==> src/source/sifhPkg.sv <==
package sifhPkg;

    // ****************************************
    // sizes
    // ****************************************

    // sample and bin widths
    localparam int NP = 10;
    localparam int NB = 6;
    localparam int NUM_BINS = 2 ** NB;
    // top bin is reserved as the drop address
    localparam int INVALID_BIN = NUM_BINS - 1;

    // fine window, offsets 0 .. FINE_BINS-1
    localparam int FINE_BINS = 63;
    localparam int MAX_START = 2 ** NP - FINE_BINS;
    localparam int HALF_SPAN = 2 ** (NB - 1);

    // frame shape, sample loop innermost
    localparam int PIXEL_NUM = 4;
    localparam int DATA_NUM = 4;
    localparam int ACQ_NUM = 3;
    localparam int PASS_LEN = PIXEL_NUM * DATA_NUM * ACQ_NUM;

    // counter and index widths
    localparam int CNT_W = 8;
    localparam int PIX_W = 2;
    // stages after acceptance: tag, bin request, bin update
    localparam int PIPE_DEPTH = 3;

    // ****************************************
    // types
    // ****************************************

    // coarse view of a sample
    typedef struct packed {
        logic [NB-1:0]    coarse;
        logic [NP-NB-1:0] rest;
    } sampleSplit;

    // same word, raw number or coarse split
    typedef union packed {
        logic [NP-1:0] raw;
        sampleSplit    split;
    } sampleWord;

    // filter to histogram
    typedef struct packed {
        logic             valid;
        logic [PIX_W-1:0] pixel;
        logic [NB-1:0]    bin;
    } binReq;

    // histogram to peak tracker
    typedef struct packed {
        logic             valid;
        logic [PIX_W-1:0] pixel;
        logic [NB-1:0]    bin;
        logic [CNT_W-1:0] count;
    } binUpdate;

    // accepted sample with its pixel index
    typedef struct packed {
        logic             valid;
        logic [PIX_W-1:0] pixel;
        sampleWord        sample;
    } sampleTag;

    // one word per pixel
    typedef logic [PIXEL_NUM-1:0][NP-1:0] peakVector;
    typedef logic [PIXEL_NUM-1:0][NB-1:0] binVector;

endpackage

==> src/source/sifhControl.sv <==
`timescale 1ns/1ps

module sifhControl (
    input  logic               clk,
    input  logic               combin_res,
    input  logic               wrEn,
    input  sifhPkg::sampleWord data,
    output logic               busy,
    output sifhPkg::sampleTag  tag,
    output logic               fine,
    output logic               clearHist,
    output logic               coarseEnd,
    output logic               fineEnd
);

    // frame position counters
    logic [$clog2(sifhPkg::DATA_NUM)-1:0] sampleCnt;
    logic [sifhPkg::PIX_W-1:0]            pixelCnt;
    logic [$clog2(sifhPkg::ACQ_NUM)-1:0]  acqCnt;
    // drain step, zero when idle
    logic [2:0] drainCnt;

    logic accept;
    logic dataLast;
    logic pixelLast;
    logic passLast;

    // only back-pressure is busy
    assign accept = wrEn && !busy;

    assign dataLast  = (int'(sampleCnt) == sifhPkg::DATA_NUM - 1);
    assign pixelLast = (int'(pixelCnt) == sifhPkg::PIXEL_NUM - 1);
    assign passLast  = dataLast && pixelLast && (int'(acqCnt) == sifhPkg::ACQ_NUM - 1);

    // ****************************************
    // sample, pixel and acquisition loops
    // ****************************************
    always_ff @(posedge clk or negedge combin_res) begin
        if (!combin_res) begin
            sampleCnt <= '0;
            pixelCnt  <= '0;
            acqCnt    <= '0;
            tag       <= '0;
        end else begin
            // tag carries the pixel the sample belongs to
            tag <= '{valid: accept, pixel: pixelCnt, sample: data};
            if (accept) begin
                if (dataLast) begin
                    sampleCnt <= '0;
                    if (pixelLast) begin
                        pixelCnt <= '0;
                        // wraps to zero at pass end
                        acqCnt <= (int'(acqCnt) == sifhPkg::ACQ_NUM - 1) ? '0 : acqCnt + 1'b1;
                    end else begin
                        pixelCnt <= pixelCnt + 1'b1;
                    end
                end else begin
                    sampleCnt <= sampleCnt + 1'b1;
                end
            end
        end
    end

    // ****************************************
    // drain schedule between passes
    // ****************************************
    // step PIPE_DEPTH   -> end pulse, peaks final
    // step PIPE_DEPTH+1 -> clear pulse
    // step PIPE_DEPTH+2 -> toggle pass, release busy
    always_ff @(posedge clk or negedge combin_res) begin
        if (!combin_res) begin
            busy      <= 1'b0;
            fine      <= 1'b0;
            drainCnt  <= '0;
            clearHist <= 1'b0;
            coarseEnd <= 1'b0;
            fineEnd   <= 1'b0;
        end else begin
            // pulses default low
            clearHist <= 1'b0;
            coarseEnd <= 1'b0;
            fineEnd   <= 1'b0;
            if (accept && passLast) begin
                busy     <= 1'b1;
                drainCnt <= 3'd1;
            end else if (drainCnt != '0) begin
                if (int'(drainCnt) == sifhPkg::PIPE_DEPTH) begin
                    coarseEnd <= !fine;
                    fineEnd   <= fine;
                end
                if (int'(drainCnt) == sifhPkg::PIPE_DEPTH + 1) begin
                    clearHist <= 1'b1;
                end
                if (int'(drainCnt) == sifhPkg::PIPE_DEPTH + 2) begin
                    drainCnt <= '0;
                    busy     <= 1'b0;
                    fine     <= !fine;
                end else begin
                    drainCnt <= drainCnt + 1'b1;
                end
            end
        end
    end

    // busy only while draining, loops parked at pass start so nothing was counted
    assert property (@(posedge clk) disable iff (!combin_res)
        busy |-> (drainCnt != '0) && (sampleCnt == '0) && (pixelCnt == '0) && (acqCnt == '0));

endmodule

==> src/source/dataFilter.sv <==
`timescale 1ns/1ps

module dataFilter (
    input  logic               clk,
    input  logic               combin_res,
    input  sifhPkg::sampleTag  tag,
    input  logic               fine,
    input  sifhPkg::peakVector windowStart,
    output sifhPkg::binReq     req
);

    // window start of the tagged pixel
    logic [sifhPkg::NP-1:0] start;
    // distance from window start
    logic [sifhPkg::NP-1:0] offset;
    logic [sifhPkg::NB-1:0] bin;
    logic                   keep;

    // ****************************************
    // bin selection per pass
    // ****************************************
    always_comb begin
        start  = windowStart[tag.pixel];
        offset = tag.sample.raw - start;
        if (fine) begin
            // inside start .. start+FINE_BINS-1 only
            keep = (tag.sample.raw >= start) && (int'(offset) < sifhPkg::FINE_BINS);
            // offset below FINE_BINS never hits the drop bin
            bin = offset[sifhPkg::NB-1:0];
        end else begin
            // top NB bits of the sample
            bin  = tag.sample.split.coarse;
            keep = (int'(bin) != sifhPkg::INVALID_BIN);
        end
    end

    // one register stage
    always_ff @(posedge clk or negedge combin_res) begin
        if (!combin_res) begin
            req <= '0;
        end else begin
            // dropped samples just lose valid
            req <= '{valid: tag.valid && keep, pixel: tag.pixel, bin: bin};
        end
    end

endmodule

==> src/source/histBuilder.sv <==
`timescale 1ns/1ps

module histBuilder (
    input  logic              clk,
    input  logic              combin_res,
    input  sifhPkg::binReq    req,
    input  logic              clearHist,
    output sifhPkg::binUpdate upd
);

    // ****************************************
    // bin storage
    // ****************************************
    // one histogram per pixel, pixel index on top of the address
    logic [sifhPkg::CNT_W-1:0] binMem [sifhPkg::PIXEL_NUM*sifhPkg::NUM_BINS];
    // set once a bin has been written in this pass
    logic [sifhPkg::PIXEL_NUM*sifhPkg::NUM_BINS-1:0] binUsed;

    logic [sifhPkg::PIX_W+sifhPkg::NB-1:0] addr;
    logic [sifhPkg::CNT_W-1:0]             oldCount;
    logic [sifhPkg::CNT_W-1:0]             newCount;

    assign addr = {req.pixel, req.bin};

    // stale entries read as zero
    assign oldCount = binUsed[addr] ? binMem[addr] : '0;
    assign newCount = oldCount + 1'b1;

    // write lands before the next read, so back-to-back hits chain
    always_ff @(posedge clk) begin
        if (req.valid) begin
            binMem[addr] <= newCount;
        end
    end

    // bitmap clear in one cycle
    always_ff @(posedge clk or negedge combin_res) begin
        if (!combin_res) begin
            binUsed <= '0;
        end else if (clearHist) begin
            binUsed <= '0;
        end else if (req.valid) begin
            binUsed[addr] <= 1'b1;
        end
    end

    // ****************************************
    // update to peak tracker
    // ****************************************
    always_ff @(posedge clk or negedge combin_res) begin
        if (!combin_res) begin
            upd <= '0;
        end else begin
            upd <= '{
                valid: req.valid,
                pixel: req.pixel,
                bin:   req.bin,
                count: newCount
            };
        end
    end

    // filter must never forward the reserved drop bin
    assert property (@(posedge clk) disable iff (!combin_res)
        req.valid |-> (int'(req.bin) != sifhPkg::INVALID_BIN));

endmodule

==> src/source/peakDetector.sv <==
`timescale 1ns/1ps

module peakDetector (
    input  logic              clk,
    input  logic              combin_res,
    input  sifhPkg::binUpdate upd,
    input  logic              clearHist,
    output sifhPkg::binVector peakBins
);

    // ****************************************
    // running maximum per pixel
    // ****************************************
    // highest count seen so far in this pass
    logic [sifhPkg::PIXEL_NUM-1:0][sifhPkg::CNT_W-1:0] maxCount;

    // count of the pixel being updated
    logic [sifhPkg::CNT_W-1:0] curMax;
    logic                      newLead;

    assign curMax = maxCount[upd.pixel];

    // strictly greater, first bin to reach a count keeps the lead
    assign newLead = upd.valid && (upd.count > curMax);

    always_ff @(posedge clk or negedge combin_res) begin
        if (!combin_res) begin
            maxCount <= '0;
            peakBins <= '0;
        end else if (clearHist) begin
            // fresh start for the next pass
            maxCount <= '0;
            peakBins <= '0;
        end else if (newLead) begin
            maxCount[upd.pixel] <= upd.count;
            peakBins[upd.pixel] <= upd.bin;
        end
    end

endmodule

==> src/source/windowCalc.sv <==
`timescale 1ns/1ps

module windowCalc (
    input  logic               clk,
    input  logic               combin_res,
    input  sifhPkg::binVector  peakBins,
    input  logic               coarseEnd,
    input  logic               fineEnd,
    output sifhPkg::peakVector windowStart,
    output sifhPkg::peakVector result,
    output logic               resultValid
);

    // coarse peak back in sample units
    sifhPkg::peakVector center;
    sifhPkg::peakVector startNext;
    sifhPkg::peakVector resultNext;

    // ****************************************
    // window placement and final value
    // ****************************************
    always_comb begin
        for (int p = 0; p < sifhPkg::PIXEL_NUM; p++) begin
            center[p] = {peakBins[p], {(sifhPkg::NP - sifhPkg::NB){1'b0}}};
            // clamp low edge
            if (int'(center[p]) <= sifhPkg::HALF_SPAN) begin
                startNext[p] = '0;
            // clamp high edge, window must end at full scale
            end else if (int'(center[p]) - sifhPkg::HALF_SPAN > sifhPkg::MAX_START) begin
                startNext[p] = sifhPkg::NP'(sifhPkg::MAX_START);
            end else begin
                startNext[p] = center[p] - sifhPkg::NP'(sifhPkg::HALF_SPAN);
            end
            // fine peak bin is an offset into the window
            resultNext[p] = windowStart[p] + {{(sifhPkg::NP - sifhPkg::NB){1'b0}}, peakBins[p]};
        end
    end

    always_ff @(posedge clk or negedge combin_res) begin
        if (!combin_res) begin
            windowStart <= '0;
            result      <= '0;
            resultValid <= 1'b0;
        end else begin
            if (coarseEnd) begin
                windowStart <= startNext;
            end
            if (fineEnd) begin
                result <= resultNext;
            end
            // single cycle strobe
            resultValid <= fineEnd;
        end
    end

    // filter relies on a window that never runs past full scale
    for (genvar p = 0; p < sifhPkg::PIXEL_NUM; p++) begin : gStartCheck
        assert property (@(posedge clk) disable iff (!combin_res)
            int'(windowStart[p]) <= sifhPkg::MAX_START);
    end

endmodule

==> src/source/sifhTop.sv <==
`timescale 1ns/1ps

module sifhTop (
    input  logic                   clk,
    input  logic                   combin_res,
    input  logic                   wrEn,
    input  logic [sifhPkg::NP-1:0] data,
    output logic                   busy,
    output sifhPkg::peakVector     result,
    output logic                   resultValid
);

    // ****************************************
    // pipeline wiring
    // ****************************************
    sifhPkg::sampleWord dataWord;
    sifhPkg::sampleTag  tag;
    sifhPkg::binReq     req;
    sifhPkg::binUpdate  upd;
    sifhPkg::binVector  peakBins;
    sifhPkg::peakVector windowStart;

    // pass and drain controls
    logic fine;
    logic clearHist;
    logic coarseEnd;
    logic fineEnd;

    assign dataWord.raw = data;

    // counters and drain timing
    sifhControl uControl (
        .clk        (clk),
        .combin_res (combin_res),
        .wrEn       (wrEn),
        .data       (dataWord),
        .busy       (busy),
        .tag        (tag),
        .fine       (fine),
        .clearHist  (clearHist),
        .coarseEnd  (coarseEnd),
        .fineEnd    (fineEnd)
    );

    // sample to bin address
    dataFilter uFilter (
        .clk         (clk),
        .combin_res  (combin_res),
        .tag         (tag),
        .fine        (fine),
        .windowStart (windowStart),
        .req         (req)
    );

    // counting
    histBuilder uHist (
        .clk        (clk),
        .combin_res (combin_res),
        .req        (req),
        .clearHist  (clearHist),
        .upd        (upd)
    );

    // most frequent bin per pixel
    peakDetector uPeak (
        .clk        (clk),
        .combin_res (combin_res),
        .upd        (upd),
        .clearHist  (clearHist),
        .peakBins   (peakBins)
    );

    // window starts and results
    windowCalc uWindow (
        .clk         (clk),
        .combin_res  (combin_res),
        .peakBins    (peakBins),
        .coarseEnd   (coarseEnd),
        .fineEnd     (fineEnd),
        .windowStart (windowStart),
        .result      (result),
        .resultValid (resultValid)
    );

endmodule

==> config.mk <==
export PLATFORM = sky130hd
export DESIGN_NAME = sifhTop
export DESIGN_NICKNAME = d
export VERILOG_FILES = /design/src/source/sifhPkg.sv /design/src/source/sifhControl.sv /design/src/source/dataFilter.sv /design/src/source/histBuilder.sv /design/src/source/peakDetector.sv /design/src/source/windowCalc.sv /design/src/source/sifhTop.sv
export SDC_FILE = /design/constraint.sdc
export NUM_CORES = 2
export LEC_CHECK = 0
export BUFFER_PORTS_ARGS = -buffer_cell sky130_fd_sc_hd__buf_2
export CAP_MARGIN = 20
export CORE_MARGIN = 3
export CORE_UTILIZATION = 35
export CTS_CLUSTER_SIZE = 40
export DETAILED_ROUTE_END_ITERATION = 10
export PLACE_DENSITY_LB_ADDON = 0.15
export SYNTH_ARGS = -nofsm -noshare
export SYNTH_HDL_FRONTEND = slang
export SYNTH_SLANG_ARGS = --single-unit
==> constraint.sdc <==
create_clock -name clk -period 16.5 [get_ports clk]
set_clock_uncertainty 0.2 [all_clocks]
set_input_delay 2.475 -clock clk [delete_from_list [all_inputs] [get_ports clk]]
set_output_delay 2.475 -clock clk [all_outputs]
set_load 0.03 [all_outputs]
==> results.toml <==
[synth]
netlist_area_um2 = 98500
synthArstFlopShare = 0.175
synthCells = 5381
syn_area_per_cell_um2 = 18.3
synth_seq_cells = 2482
synth_edf_count = 2048
yosysWarnings = 0
synthFlopType = "edfxtp_1"
synth_seq_area_share = 0.735
synth_nets = 5438
synth_cell_types = 70

[cts]
cts.clk_slew.worst_paths_ps = 60
cts_sinks = 2482
cts_resized = 0
cts-root-buf = "clkbuf_16"
insertion_delay_ps = 850
cts_buffer_depth = 4
cts_tree = "built"
htreeDepth = 5
ctsHoldBuffers = 0
numCtsBuffers = 282
cts_setup_buffers = 0

[timing]
fin_setup_tns_ps = 0
fin_crit_ps = 8730
finalCritPeriodShare = 0.529
rsz0062_at_grt = "no"
slew_headroom = 0.199
finalMaxSlewViolations = 0
fmax_mhz = 114
worstMarginPinSlew_ps = 1200
finalSetupViolations = 0
final.hold.worst_slack_ps = 229
hold_viol = 0

[routing]
via_per_inst = 5.47
wl_per_cell_um = 30.5
routed_wl_um = 293000
ant_nets = 0
drt_iter0_drc = 5442
vias = 52700
dr.pass1.iters = 8
drc = 0

[finish]
final_cell_mix = "edfxtp_1 (2048), nor2_1 (839), mux4_2 (570)"
drive_gt1_frac = 0.240
final_util = 0.406
layout_commonest_cell = "edfxtp_1"
final_net_count = 5727
syn2layout_area_growth_pct = 15.3

[placed_design]
port_buffers = 54
dp_hpwl_um = 180000
place.gp.congestion = 0.862

[global_route]
grt_overflow = 0
grt_max_degree = 115
grt_antenna_before_repair = 12
grt_pass1_vias = 53300
grt_pass1_wl_um = 416000
track_usage = 0.202

[worst_setup_path]
end_kind = "flip-flop"
start_kind = "flip-flop"
worst_ep_arrival_time_ps = 9160
worstPathRequired_ps = 16920
crit_type = "flip-flop to flip-flop"
crit_fanout = 89

[floorplan]
initial_core_util = 0.352
ioPinCount = 55
num_rows = 194
die-area_um2 = 288000
core_area_um2 = 280000
dieWidth_um = 536
die_y_um = 536

[power]
power_uw = 13200
power_density_nw_per_um2 = 117
leakage_uw = 0.0398
vdd.ir_drop.worst_uv = 80.0

[run]
cap_violations = 0

[hold_path]
min_path_type = "flip-flop to flip-flop"

[status]
outcome = "finished clean"
## sequential cells by signal, summed over array words and instances (netlist names)
signal,flops
uControl.fine,1
uHist.binUsed,256
uFilter.req,9
uControl.pixelCnt,2
uWindow.resultValid,1
uControl.clearHist,1
uControl.drainCnt,3
uPeak.peakBins,24
uWindow.result,40
uControl.coarseEnd,1
uWindow.windowStart,28
uHist.binMem,2048
uPeak.maxCount,32
uControl.sampleCnt,2
uControl.fineEnd,1
uControl.busy,1
uControl.acqCnt,2
uHist.upd,17
uControl.tag,13
## stage by stage
step | std cells | area (µm²) | worst slack, ps
after floorplan | 5381 | 98500 | 1110
after global placement | 9053 | 104000 | 7450
after detailed placement | 9074 | 104000 | 7370
after CTS | 9583 | 113000 | 7310
after global routing | 9621 | 114000 | 7240
final | 9623 | 114000 | 7770
## critical path: stages, from the launching register on
cell	delay, ps
dfrtp_4	910
buf_4	630
buf_12	520
mux4_2	570
a22oi_1	390
a21oi_1	430
o41ai_1	1050
nand4_1	400
nand2_4	820
inv_1	200
ha_4	240
inv_1	70
nor4_1	70
nor3b_4	210
buf_4	700
buf_4	610
buf_12	320
## area by class of cell
| class | count | area (µm²) |
|---|---|---|
| Sequential cell | 2482 | 72400 |
| Clock inverter | 135 | 1260 |
| Clock buffer | 374 | 7810 |
| Fill cell | 25200 | 166000 |
| Timing Repair Buffer | 327 | 2650 |
| Multi-Input combinational cell | 2507 | 24500 |
| Antenna cell | 4 | 10.0 |
| Inverter | 70 | 265 |
| Tap cell | 3724 | 4660 |
## synthesized netlist by cell type (all sizes together) (20+ instances only)
library cell	number	share of area
mux2i	177	0.018
o21ai	20	0.0010
mux4	570	0.13
o41ai	20	0.0018
ha	44	0.0056
a22oi	203	0.015
xnor2	35	0.0031
buf	144	0.010
inv	70	0.0027
o21ba	24	0.0024
edfxtp	2048	0.62
nand4	23	0.0015
a21oi	120	0.0061
nor2	846	0.032
nor2b	21	0.0013
o22ai	33	0.0021
clkbuf	178	0.0068
dfrtp	434	0.11
nand2	87	0.0033
nand3	66	0.0034
mux2	26	0.0030
## path summary, 6_finish.rpt
check | from | end | slack [ps] | depth (start not counted)
min in group asynchronous | combin_res | uWindow.result[35] | 1440 | 1
setup reg to reg | uFilter.req[0] | uHist.binMem[26][6] | 7770 | 16
max in group asynchronous | combin_res | uHist.binUsed[140] | 11480 | 4
setup / recovery | uFilter.req[0] | uHist.binMem[26][6] | 7770 | 16
hold / removal | uControl.pixelCnt[1] | uControl.tag[11] | 230 | 0
hold reg to reg | uControl.pixelCnt[1] | uControl.tag[11] | 230 | 0
## cells by family (layout without fill, tap and decap cells)
family / count (synthesis) / after routing / synth area share
compound gates: 495 / 495 / 0.0351
xor+xnor: 50 / 50 / 0.00445
fa+ha+maj: 44 / 44 / 0.00559
buf+inv: 392 / 906 / 0.0194
flops: 2482 / 2482 / 0.735
mux: 773 / 773 / 0.151
other cells: 0 / 4 / 0
simple gates: 1145 / 1145 / 0.0493
## power by group
part,internal (µW),switching (µW),total (µW)
Combinational,96.9,228,325
Sequential,6700,14.3,6720
Clock,3670,2520,6180
## metal layers
metal | GRT usage | wire [µm] | vias up
li1 | - | - | 21900
met1 | 0.293 | 130000 | 28600
met2 | 0.314 | 136000 | 1790
met3 | 0.0350 | 19100 | 413
met4 | 0.0554 | 8420 | 2
met5 | 0 | 11 | -
(Power assumes the default switching activity.)
